**config.mk**
```make
export PLATFORM = sky130hd
export DESIGN_NAME = localBus
export DESIGN_NICKNAME = d
export VERILOG_FILES = /design/src/source/localBusPkg.sv /design/src/source/lbusReqIf.sv /design/src/source/readDataFifo.sv /design/src/source/lbusReqArbiter.sv /design/src/source/lbusMaster.sv /design/src/source/localBus.sv
export SDC_FILE = /design/constraint.sdc
export NUM_CORES = 1
export LEC_CHECK = 0
export BUFFER_PORTS_ARGS = -buffer_cell sky130_fd_sc_hd__buf_2
export CAP_MARGIN = 20
export CORE_ASPECT_RATIO = 0.75
export CORE_UTILIZATION = 50
export DETAILED_ROUTE_END_ITERATION = 8
export PLACE_DENSITY = 0.78
export SYNTH_ARGS = -nofsm -noshare
export SYNTH_HDL_FRONTEND = slang
export SYNTH_SLANG_ARGS = --single-unit
```
**constraint.sdc**
```tcl
create_clock -name BUSCLK -period 10.4 [get_ports BUSCLK]
set_clock_uncertainty 0.2 [all_clocks]
set_input_delay 2.08 -clock BUSCLK [delete_from_list [all_inputs] [get_ports BUSCLK]]
set_output_delay 2.08 -clock BUSCLK [all_outputs]
set_load 0.005 [all_outputs]
```
**src/source/localBusPkg.sv**
```systemverilog
`default_nettype none

package localBusPkg;

  localparam int addrWidth = 32; // byte address
  localparam int dataWidth = 32;

  // request opcodes
  typedef enum logic [1:0]
  {
    opRead     = 2'd0,
    opWrite    = 2'd1,
    opReadLine = 2'd2
  } lbusOp_e;

  // master states, one-hot
  typedef enum logic [4:0]
  {
    stIdle = 5'b00001,
    stAddr = 5'b00010,
    stData = 5'b00100,
    stLast = 5'b01000,
    stTurn = 5'b10000 // one dead cycle before next request
  } lbusState_e;

endpackage

`default_nettype wire

```
**src/source/lbusReqIf.sv**
```systemverilog
`timescale 1ns/1ns
`default_nettype none

interface lbusReqIf
  import localBusPkg::*;
();
  logic                 reqValid;
  logic                 reqReady;
  lbusOp_e              reqOp;
  logic [addrWidth-1:0] reqAddr;
  logic [dataWidth-1:0] reqWdata;
  logic                 rspValid;
  logic                 rspReady;
  logic [dataWidth-1:0] rspData;
  logic                 done; // last bus beat of the transaction

  modport requester
  (
    output reqValid, reqOp, reqAddr, reqWdata, rspReady,
    input  reqReady, rspValid, rspData, done
  );

  modport controller
  (
    input  reqValid, reqOp, reqAddr, reqWdata, rspReady,
    output reqReady, rspValid, rspData, done
  );

endinterface

`default_nettype wire

```
**src/source/readDataFifo.sv**
```systemverilog
`timescale 1ns/1ns
`default_nettype none

module readDataFifo
  import localBusPkg::*;
#(
  parameter int fifoDepth = 4
)
(
  input  logic                 BUSCLK,
  input  logic                 reset,
  input  logic                 push,
  input  logic [dataWidth-1:0] pushData,
  output logic                 popValid,
  input  logic                 popReady,
  output logic [dataWidth-1:0] popData,
  output logic                 full
);
  localparam int ptrW = $clog2(fifoDepth);

  logic [dataWidth-1:0] mem [fifoDepth];
  logic [ptrW-1:0]      wrPtr;
  logic [ptrW-1:0]      rdPtr;
  logic [ptrW:0]        count;
  logic                 pop;

  assign pop      = popValid && popReady;
  assign popValid = count != '0;
  assign popData  = mem[rdPtr]; // fall-through head word
  assign full     = count == fifoDepth[ptrW:0];

  always_ff @(posedge BUSCLK)
  begin
    if (push)
      mem[wrPtr] <= pushData;
  end

  always_ff @(posedge BUSCLK)
  begin
    if (reset)
    begin
      wrPtr <= '0;
      rdPtr <= '0;
      count <= '0;
    end
    else
    begin
      if (push)
        wrPtr <= wrPtr + 1'b1; // wraps, depth is a power of two
      if (pop)
        rdPtr <= rdPtr + 1'b1;
      case ({push, pop})
        2'b10:   count <= count + 1'b1;
        2'b01:   count <= count - 1'b1;
        default: count <= count;
      endcase
    end
  end

  // master holds IRDY low while full
  assert property (@(posedge BUSCLK) disable iff (reset) full |-> !push);

endmodule

`default_nettype wire

```
**src/source/lbusReqArbiter.sv**
```systemverilog
`timescale 1ns/1ns
`default_nettype none

module lbusReqArbiter
  import localBusPkg::*;
#(
  parameter int lineWords = 4
)
(
  input  logic         BUSCLK,
  input  logic         reset,
  lbusReqIf.controller port0,
  lbusReqIf.controller port1,
  lbusReqIf.requester  toMaster
);
  localparam int owedW = $clog2(lineWords + 1);

  logic             rrPtr; // port holding priority
  logic             locked;
  logic             owner;
  logic             doneSeen;
  logic [owedW-1:0] owed;   // response words not yet handed over
  logic [owedW-1:0] owedNext;
  logic             pick;
  logic             sel;
  logic             accept;
  logic             rspXfer;
  logic             unlock;

  always_comb
  begin
    if (rrPtr)
      pick = port1.reqValid || !port0.reqValid;
    else
      pick = !port0.reqValid && port1.reqValid;
  end

  assign sel = locked ? owner : pick;

  // request path
  assign toMaster.reqValid = !locked && (port0.reqValid || port1.reqValid);
  assign toMaster.reqOp    = sel ? port1.reqOp : port0.reqOp;
  assign toMaster.reqAddr  = sel ? port1.reqAddr : port0.reqAddr;
  assign toMaster.reqWdata = sel ? port1.reqWdata : port0.reqWdata;
  assign port0.reqReady    = !locked && !pick && toMaster.reqReady;
  assign port1.reqReady    = !locked && pick && toMaster.reqReady;

  // response path back to owner only
  assign toMaster.rspReady = locked && (owner ? port1.rspReady : port0.rspReady);
  assign port0.rspValid    = locked && !owner && toMaster.rspValid;
  assign port1.rspValid    = locked && owner && toMaster.rspValid;
  assign port0.rspData     = toMaster.rspData;
  assign port1.rspData     = toMaster.rspData;
  assign port0.done        = locked && !owner && toMaster.done;
  assign port1.done        = locked && owner && toMaster.done;

  assign accept   = toMaster.reqValid && toMaster.reqReady;
  assign rspXfer  = toMaster.rspValid && toMaster.rspReady;
  assign owedNext = owed - owedW'(rspXfer);
  assign unlock   = locked && (doneSeen || toMaster.done) && owedNext == '0;

  always_ff @(posedge BUSCLK)
  begin
    if (reset)
    begin
      rrPtr    <= 1'b0;
      locked   <= 1'b0;
      owner    <= 1'b0;
      doneSeen <= 1'b0;
      owed     <= '0;
    end
    else if (accept)
    begin
      locked   <= 1'b1;
      owner    <= pick;
      doneSeen <= 1'b0;
      case (toMaster.reqOp)
        opReadLine: owed <= owedW'(lineWords);
        opRead:     owed <= owedW'(1);
        default:    owed <= '0; // writes return nothing
      endcase
    end
    else if (locked)
    begin
      owed <= owedNext;
      if (toMaster.done)
        doneSeen <= 1'b1;
      if (unlock)
      begin
        locked <= 1'b0;
        rrPtr  <= !owner; // skip the port just served
      end
    end
  end

  // owner never gets a word it did not ask for
  assert property (@(posedge BUSCLK) disable iff (reset)
    locked && rspXfer |-> owed != '0);

endmodule

`default_nettype wire

```
**src/source/lbusMaster.sv**
```systemverilog
`timescale 1ns/1ns
`default_nettype none

module lbusMaster
  import localBusPkg::*;
#(
  parameter int lineWords = 4,
  parameter int fifoDepth = 4
)
(
  input  logic                 BUSCLK,
  input  logic                 reset,
  lbusReqIf.controller         ctl,
  input  logic                 busGnt,
  input  logic                 busTrdy,
  input  logic [dataWidth-1:0] busRdata,
  output logic                 busReq,
  output logic                 busFrame,
  output logic                 busIrdy,
  output logic                 busDrive,
  output logic                 busWrite,
  output logic [addrWidth-1:0] busAddr,
  output logic [dataWidth-1:0] busWdata
);
  localparam int cntW = $clog2(lineWords);
  localparam logic [addrWidth-1:0] lineMask = addrWidth'(lineWords * 4 - 1);

  lbusState_e           state;
  lbusState_e           stateNext;
  lbusOp_e              opReg;
  logic [addrWidth-1:0] addrReg;  // current beat address
  logic [dataWidth-1:0] wdataReg;
  logic [cntW-1:0]      beatCnt;  // beats left after the current one
  logic                 accept;
  logic                 beat;
  logic                 isWrite;
  logic                 fifoFull;

  assign ctl.reqReady = (state == stIdle) && busGnt;
  assign accept       = ctl.reqValid && ctl.reqReady;
  assign isWrite      = opReg == opWrite;

  // throttle read beats on a full FIFO
  assign busIrdy  = (state == stData || state == stLast) && (isWrite || !fifoFull);
  assign beat     = busIrdy && busTrdy;
  assign busReq   = (state == stIdle) && ctl.reqValid;
  assign busFrame = (state == stAddr) || (state == stData);
  assign busDrive = (state == stAddr) || (state == stData) || (state == stLast);
  assign busWrite = busDrive && isWrite;
  assign busAddr  = addrReg;
  assign busWdata = wdataReg;
  assign ctl.done = (state == stLast) && beat;

  always_comb
  begin
    stateNext = state;
    unique case (state)
      stIdle:
        if (accept)
          stateNext = stAddr;
      stAddr:
        stateNext = (beatCnt == '0) ? stLast : stData;
      stData:
        if (beat && beatCnt == cntW'(1))
          stateNext = stLast; // frame drops here
      stLast:
        if (beat)
          stateNext = stTurn;
      stTurn:
        stateNext = stIdle;
      default:
        stateNext = stIdle;
    endcase
  end

  always_ff @(posedge BUSCLK)
  begin
    if (reset)
    begin
      state   <= stIdle;
      opReg   <= opRead;
      beatCnt <= '0;
    end
    else
    begin
      state <= stateNext;
      if (accept)
      begin
        opReg <= ctl.reqOp;
        if (ctl.reqOp == opReadLine)
          beatCnt <= cntW'(lineWords - 1);
        else
          beatCnt <= '0;
      end
      else if (beat)
        beatCnt <= beatCnt - 1'b1;
    end
  end

  // address and write data
  always_ff @(posedge BUSCLK)
  begin
    if (accept)
    begin
      wdataReg <= ctl.reqWdata;
      if (ctl.reqOp == opReadLine)
        addrReg <= ctl.reqAddr & ~lineMask; // line base
      else
        addrReg <= ctl.reqAddr;
    end
    else if (beat)
      addrReg <= addrReg + addrWidth'(4);
  end

  readDataFifo #(
    .fifoDepth (fifoDepth)
  ) rdFifo (
    .BUSCLK   (BUSCLK),
    .reset    (reset),
    .push     (beat && !isWrite),
    .pushData (busRdata),
    .popValid (ctl.rspValid),
    .popReady (ctl.rspReady),
    .popData  (ctl.rspData),
    .full     (fifoFull)
  );

  // frame only follows a granted accept
  assert property (@(posedge BUSCLK) disable iff (reset) $rose(busFrame) |-> $past(busGnt));

endmodule

`default_nettype wire

```
**src/source/localBus.sv**
```systemverilog
`timescale 1ns/1ns
`default_nettype none

module localBus
  import localBusPkg::*;
#(
  parameter int lineWords = 4,
  parameter int fifoDepth = 4
)
(
  input  logic                 BUSCLK,
  input  logic                 reset,
  // port 0
  input  logic                 p0ReqValid,
  input  lbusOp_e              p0ReqOp,
  input  logic [addrWidth-1:0] p0ReqAddr,
  input  logic [dataWidth-1:0] p0ReqWdata,
  input  logic                 p0RspReady,
  output logic                 p0ReqReady,
  output logic                 p0RspValid,
  output logic [dataWidth-1:0] p0RspData,
  // port 1
  input  logic                 p1ReqValid,
  input  lbusOp_e              p1ReqOp,
  input  logic [addrWidth-1:0] p1ReqAddr,
  input  logic [dataWidth-1:0] p1ReqWdata,
  input  logic                 p1RspReady,
  output logic                 p1ReqReady,
  output logic                 p1RspValid,
  output logic [dataWidth-1:0] p1RspData,
  // external bus
  input  logic                 busGnt,
  input  logic                 busTrdy,
  input  logic [dataWidth-1:0] busRdata,
  output logic                 busReq,
  output logic                 busFrame,
  output logic                 busIrdy,
  output logic                 busDrive,
  output logic                 busWrite,
  output logic [addrWidth-1:0] busAddr,
  output logic [dataWidth-1:0] busWdata
);

  lbusReqIf p0If ();
  lbusReqIf p1If ();
  lbusReqIf toMaster ();

  assign p0If.reqValid = p0ReqValid;
  assign p0If.reqOp    = p0ReqOp;
  assign p0If.reqAddr  = p0ReqAddr;
  assign p0If.reqWdata = p0ReqWdata;
  assign p0If.rspReady = p0RspReady;
  assign p0ReqReady    = p0If.reqReady;
  assign p0RspValid    = p0If.rspValid;
  assign p0RspData     = p0If.rspData;

  assign p1If.reqValid = p1ReqValid;
  assign p1If.reqOp    = p1ReqOp;
  assign p1If.reqAddr  = p1ReqAddr;
  assign p1If.reqWdata = p1ReqWdata;
  assign p1If.rspReady = p1RspReady;
  assign p1ReqReady    = p1If.reqReady;
  assign p1RspValid    = p1If.rspValid;
  assign p1RspData     = p1If.rspData;

  lbusReqArbiter #(
    .lineWords (lineWords)
  ) reqArbiter (
    .BUSCLK   (BUSCLK),
    .reset    (reset),
    .port0    (p0If.controller),
    .port1    (p1If.controller),
    .toMaster (toMaster.requester)
  );

  lbusMaster #(
    .lineWords (lineWords),
    .fifoDepth (fifoDepth)
  ) busMaster (
    .BUSCLK   (BUSCLK),
    .reset    (reset),
    .ctl      (toMaster.controller),
    .busGnt   (busGnt),
    .busTrdy  (busTrdy),
    .busRdata (busRdata),
    .busReq   (busReq),
    .busFrame (busFrame),
    .busIrdy  (busIrdy),
    .busDrive (busDrive),
    .busWrite (busWrite),
    .busAddr  (busAddr),
    .busWdata (busWdata)
  );

endmodule

`default_nettype wire

```
# --- Yosys cells after proc, flatten, opt, wreduce, memory -nomap -nowiden ---
# Memories as Yosys holds them, arrays and structs flattened. A register that Yosys moved wholly into a read port is not among the register bits.
# Index checks and enable logic that the tools add are counted.
# W data, S select, Z words.
word_totals:
  ff_bits: 87
  mem_bits_rw: 128
  out_inout_bits: 137
  mem_count: 1
classes:
  addsub: 7
  eq_ne: 13
  mux: 28
  bitwise: 1
  reduce_logical: 47
mem_list:
  columns: ["memory", "depth", "word_bits", "read_ports", "rd_ports_with_merged_regs", "wr", "line_no", "text"]
  rows:
  - ["busMaster.rdFifo.mem", 4, 32, 1, 1, 1, "readDataFifo.sv:21", "logic [dataWidth-1:0] mem [fifoDepth];"]
ops:
  columns: ["op", "count"]
  rows:
  - ["$mux W32", 4]
  - ["$add A32 B3 Y32 const B", 1]
  - ["$logic_and A1 B1 Y1", 23]
  - ["$pmux W5 S4", 1]
  - ["$mux W5", 3]
  - ["$mux W2", 6]
  - ["$pmux W3 S2", 2]
  - ["$mux W1", 8]
  - ["$mux W4", 2]
  - ["$logic_or A1 B1 Y1", 7]
  - ["$eq A2 B1 Y1 const B", 3]
  - ["$logic_not A1 Y1", 6]
  - ["$mux W3", 2]
  - ["$reduce_and A3 Y1", 2]
  - ["$reduce_bool A2 Y1", 3]
  - ["$eq A5 B1 Y1 const B", 1]
  - ["$eq A5 B2 Y1 const B", 1]
  - ["$eq A5 B3 Y1 const B", 1]
  - ["$eq A5 B4 Y1 const B", 1]
  - ["$add A2 B1 Y2 const B", 2]
  - ["$eq A2 B2 Y1 const B", 2]
  - ["$logic_not A2 Y1", 2]
  - ["$ne A2 B1 Y1 const B", 2]
  - ["$add A3 B1 Y3 const B", 1]
  - ["10 further kinds", 10]

# --- Logic depth before layout (Yosys ltp) ---
depth:
  ltp_word: 12
  mapped_depth: 11
  mapped_depth_nobuf: 10

# --- By module ---
# From an unflattened synthesis, not the netlist that was laid out.
unflattened:
  hier_cells: 702
  area_unflattened_um2: 10432.5
modules_own_cells:
  columns: ["module", "instances", "cells_each", "area_per_inst_um2"]
  rows:
  - ["readDataFifo", 1, 215, 5107.4]
  - ["lbusMaster", 1, 287, 3385.7]
  - ["lbusReqArbiter", 1, 200, 1939.4]

# --- Least setup slack after synthesis ---
# No wires, ideal clock.
synth_path:
  path_kind: "input to register"
  start: "in busTrdy"
  end: "reg busMaster.addrReg[10] (netlist: busMaster.busAddr[10]), enable pin"
  arrival_ns: 4.348
  slack_ns: 5.393
  path_stages: 2
  cell_sequence: "o41ai_4 -> o21ai_0"
synth_via:
  elab_chain_cells: 2
synth_lines:
  columns: ["item", "line_no", "text"]
  rows:
  - ["from (decl)", "localBus.sv:33", "input logic busTrdy,"]
  - ["$logic_and A1 B1 Y1", "lbusMaster.sv:45", "assign beat = busIrdy && busTrdy;"]
  - ["$reduce_bool A2 Y1 (no source line)", null, null]
  - ["to (signal assigned)", "lbusMaster.sv:107", "addrReg <= ctl.reqAddr & ~lineMask;"]
  - ["to (signal assigned)", "lbusMaster.sv:109", "addrReg <= ctl.reqAddr;"]
  - ["to (signal assigned)", "lbusMaster.sv:112", "addrReg <= addrReg + addrWidth'(4);"]
  - ["to (decl)", "lbusMaster.sv:31", "logic [addrWidth-1:0] addrReg;"]
# No other way between the ends.
# A chain may end at the register's enable or synchronous reset.

# --- Worst setup path after layout ---
layout_path:
  start: "in p1ReqValid"
  end: "out p0ReqReady"
layout_via:
  elab_chain_cells: 5
  elab_cells_between_ends: 6
  cone_classes: "1 x mux; 5 x reduce/logical"
layout_lines:
  columns: ["item", "line_no", "text"]
  rows:
  - ["from (decl)", "localBus.sv:23", "input logic p1ReqValid,"]
  - ["$logic_and A1 B1 Y1 / $logic_or A1 B1 Y1 (equally long branches)", "lbusReqArbiter.sv:35, lbusReqArbiter.sv:33", null]
  - ["$mux W1 (*)", "lbusReqArbiter.sv:32", "if (rrPtr)"]
  - ["$logic_not A1 Y1 (*)", "lbusReqArbiter.sv:45", "assign port0.reqReady = !locked && !pick && toMaster.reqReady;"]
  - ["$logic_and A1 B1 Y1 (*) (2 in series)", "lbusReqArbiter.sv:45", null]
  - ["to (decl)", "localBus.sv:19", "output logic p0ReqReady,"]
# Mark *: on every way between the ends. The rest lies on a longest branch, timed or not.

==> impl_metrics.toml <==
[yosys]
asr_flop_ratio_synth_pct = 0
synth_seq_cells = 217
postSynthNetCount = 908
synth.lib_cells_used.distinct = 55
syn_area_um2 = 9953
post_synth.cell_area_avg_um2 = 13.73
synth-main-ff-cell = "edfxtp_1"
yosysWarningCount = 0
synthesis.instances = 725
synth-edff-count = 192
seq_area_frac_synth_pct = 62.95

[place]
place.gp.congestion = 0.8158
hpwl_um = 16370
io_buffers = 308
dpl.cell_count = 1225

[pwr]
power.density_nw_per_um2 = 176.2
total_leakage_power_nw = 4.859
max_vdd_drop_mv = 0.1664

[clock_tree]
clock_sink_count = 217
ctsResizeCount = 0
cts-htree-levels = 1
clk_pin_slew_ps = 60
root_buffer = "clkbuf_16"
number_of_buffers_added_by_the_clock_tree_synthesis_step = 22
hold_buffers_post_cts = 0
post-cts-setup-buffer-count = 0
clk-insertion-delay-late_ps = 500
tritoncts_clock_tree = "done"
maximum_clock_insertion_buffer_count = 3

[layout]
commonest_non_fill_non_tap_cell_in_the_layout = "buf_2"
drive_gt1_share_pct = 39.53
post_layout_nonfiller_instances = 1270
syn_to_final_growth_pct = 22.89
most-common-layout-cells = "buf_2, edfxtp_1, nand2_1, mux2i_1, nor2_1"
design.final.nets = 1179
num-fill-cells = 1497

[die]
die_span_in_x_um = 164.9
design.portCount = 309
initial_utilization_pct = 51.22
core.rowCount = 44
area_of_the_die_um2 = 20480
dieHeight_um = 124.2
coreArea_um2 = 19430

[sta]
setup_repair_after_global_routing_missed_its_margin = "no"
fmaxAchievable_mhz = 193.8
tns_ps = 0
setup_viol = 0
timing.slew.headroom_pct = 29.67
fin_crit_ps = 5160
max_slew.worst_pin.slew_ps = 1046
layout_worst_path_cycle_share_pct = 49.62
drv_slew = 0
hold_viol = 0

[job]
maxCapViolCount = 0

[routing]
ant_nets = 0
detailroute.via_count = 6788
routed_via_density = 5.345
dr.first_iter.drc_count = 463
post_drt_wl_per_cell_um = 18.65
drc = 0
drt_first_pass_iters = 4
routed_wirelength_um = 23690

[setup_path]
setup.worst_path.end_class = "primary output"
crit_top_cell = "buf_2"
timing_worst_setup_path_type = "in -> out"
slowest_stage = "maj3_2"
required_ps = 8120
path_max_fanout = 4
critical_path_buf_inv_count = 3
cp_slowest_stage_delay_ps = 340
start_kind = "primary input"
worstPathArrival_ps = 2880
critical_path.cell_chain = "buf_2 -> inv_1 -> maj3_2 -> nor2b_1 -> buf_2"
crit_family = "adder cells"

[global_routing]
grt_max_degree = 68
number_of_antenna_violations_at_the_first_check_in_global_routing = 3
grt_usage_pct = 22.67
grt_overflow_total = 0
wire_length_of_the_first_global_routing_pass_um = 35020
grt_pass1_vias = 6461

[hold_path]
worstHoldPathType = "reg -> reg"

[status]
outcome = "finished clean"
-- synthesized netlist by cell type, types with 2 or more instances --
cell / number / area share, %
nor3b_1: 4 / 0.30
nor4_1: 3 / 0.19
a2bb2oi_1: 2 / 0.18
and4_1: 4 / 0.35
mux4_2: 32 / 7.2
nand2b_1: 5 / 0.31
xor2_1: 21 / 1.8
nor2b_1: 3 / 0.19
edfxtp_1: 192 / 58
buf_2: 19 / 0.96
a311oi_1: 3 / 0.26
buf_6: 4 / 0.45
and2_2: 4 / 0.30
nand3_1: 28 / 1.4
o32a_1: 2 / 0.20
ha_1: 10 / 1.3
buf_4: 35 / 2.6
a31oi_1: 11 / 0.69
buf_1: 2 / 0.075
and2_1: 2 / 0.13
nor2_1: 37 / 1.4
nor3_1: 7 / 0.35
or3_1: 3 / 0.19
clkbuf_1: 7 / 0.26
dfxtp_1: 25 / 5.0
nand2_1: 121 / 4.6
a21oi_1: 6 / 0.30
nand4_1: 12 / 0.75
xnor2_1: 17 / 1.5
inv_1: 21 / 0.79
o21a_1: 2 / 0.15
nor4_2: 2 / 0.25
and3_1: 6 / 0.38
o21ai_0: 6 / 0.30
mux2i_1: 47 / 4.7
-- power by group --
group	switching [mW]	leakage [nW]	total (mW)	internal [mW]
Combinational	0.147	2.52	0.261	0.114
Sequential	0.0381	1.95	1.05	1.01
Clock	0.326	0.389	0.847	0.520
Total	0.512	4.86	2.16	1.64
-- stage by stage --
| step | util (%) | setup slack (ps) | power, mW | cell area, um^2 | hold slack [ps] |
|---|---|---|---|---|---|
| floorplan | - | 5393 | 1.211 | 9953 | 283.5 |
| global placement | 58.86 | 5261 | 1.318 | 11440 | 303.9 |
| detailed placement | 58.86 | 5242 | 1.324 | 11440 | 305.1 |
| CTS | 62.88 | 5236 | 2.168 | 12220 | 313.9 |
| global route | 62.90 | 5125 | 2.231 | 12220 | 335.7 |
| finish | 62.94 | 5240 | 2.156 | 12230 | 308.7 |
-- layer usage --
layer | vias up | global-route usage (%) | share of wire, %
li1 | 3190 | - | -
met1 | 3290 | 30.49 | 43
met2 | 268 | 36.97 | 47
met3 | 40 | 5.794 | 7.3
met4 | 0 | 5.562 | 2.3
met5 | - | 0 | 0
-- cell type report --
class | instances | area [um^2] | share of cell area [%]
Tap cell | 253 | 316.6 | 2.588
Clock buffer | 25 | 571.8 | 4.675
Inverter | 22 | 83.83 | 0.6854
Antenna cell | 5 | 12.51 | 0.1023
Timing Repair Buffer | 314 | 1587 | 12.97
Multi-Input combinational cell | 419 | 3184 | 26.03
Clock inverter | 15 | 209.0 | 1.708
Sequential cell | 217 | 6267 | 51.24
-- tightest hold or removal path, cell delays in order (launching register included) --
cell      delay [ps]
dfxtp_1          320
nor2_1           100
a311oi_1          50
-- state kept, by name, indices dropped and copies added, names as in the netlist, named ones only --
| register | count |
|---|---|
| busMaster.rdFifo.rdPtr | 2 |
| busMaster.state | 5 |
| busMaster.rdFifo.count | 3 |
| busMaster.busAddr | 32 |
| reqArbiter.doneSeen | 1 |
| reqArbiter.rrPtr | 1 |
| reqArbiter.owner | 1 |
| busMaster.rdFifo.mem | 128 |
| busMaster.opReg | 2 |
| reqArbiter.locked | 1 |
| busMaster.rdFifo.wrPtr | 2 |
| busMaster.beatCnt | 2 |
| reqArbiter.owed | 3 |
| busMaster.busWdata | 32 |
-- logic make-up after synthesis --
| group | Yosys count | share of synthesized area [%] |
|---|---|---|
| AOI/OAI and AO/OA | 43 | 3.281 |
| xor gates and xnor gates | 38 | 3.344 |
| adders and majority gates | 12 | 1.571 |
| buffers and inverters | 89 | 5.217 |
| DFF | 217 | 62.95 |
| muxes | 80 | 12.08 |
| and+or+nand+nor | 246 | 11.55 |
-- final timing paths --
check / from / endpoint / slack (ps) / cells past startpoint
setup / recovery: p1ReqValid / p0ReqReady / 5240 / 5
hold reg to reg: busMaster.opReg[0] / busMaster.opReg[0] / 310 / 2
hold / removal: busMaster.opReg[0] / busMaster.opReg[0] / 310 / 2
setup reg to reg: busMaster.state[1] / busMaster.busAddr[12] / 7380 / 6
No activity file was read; power rests on OpenSTA's default activity.
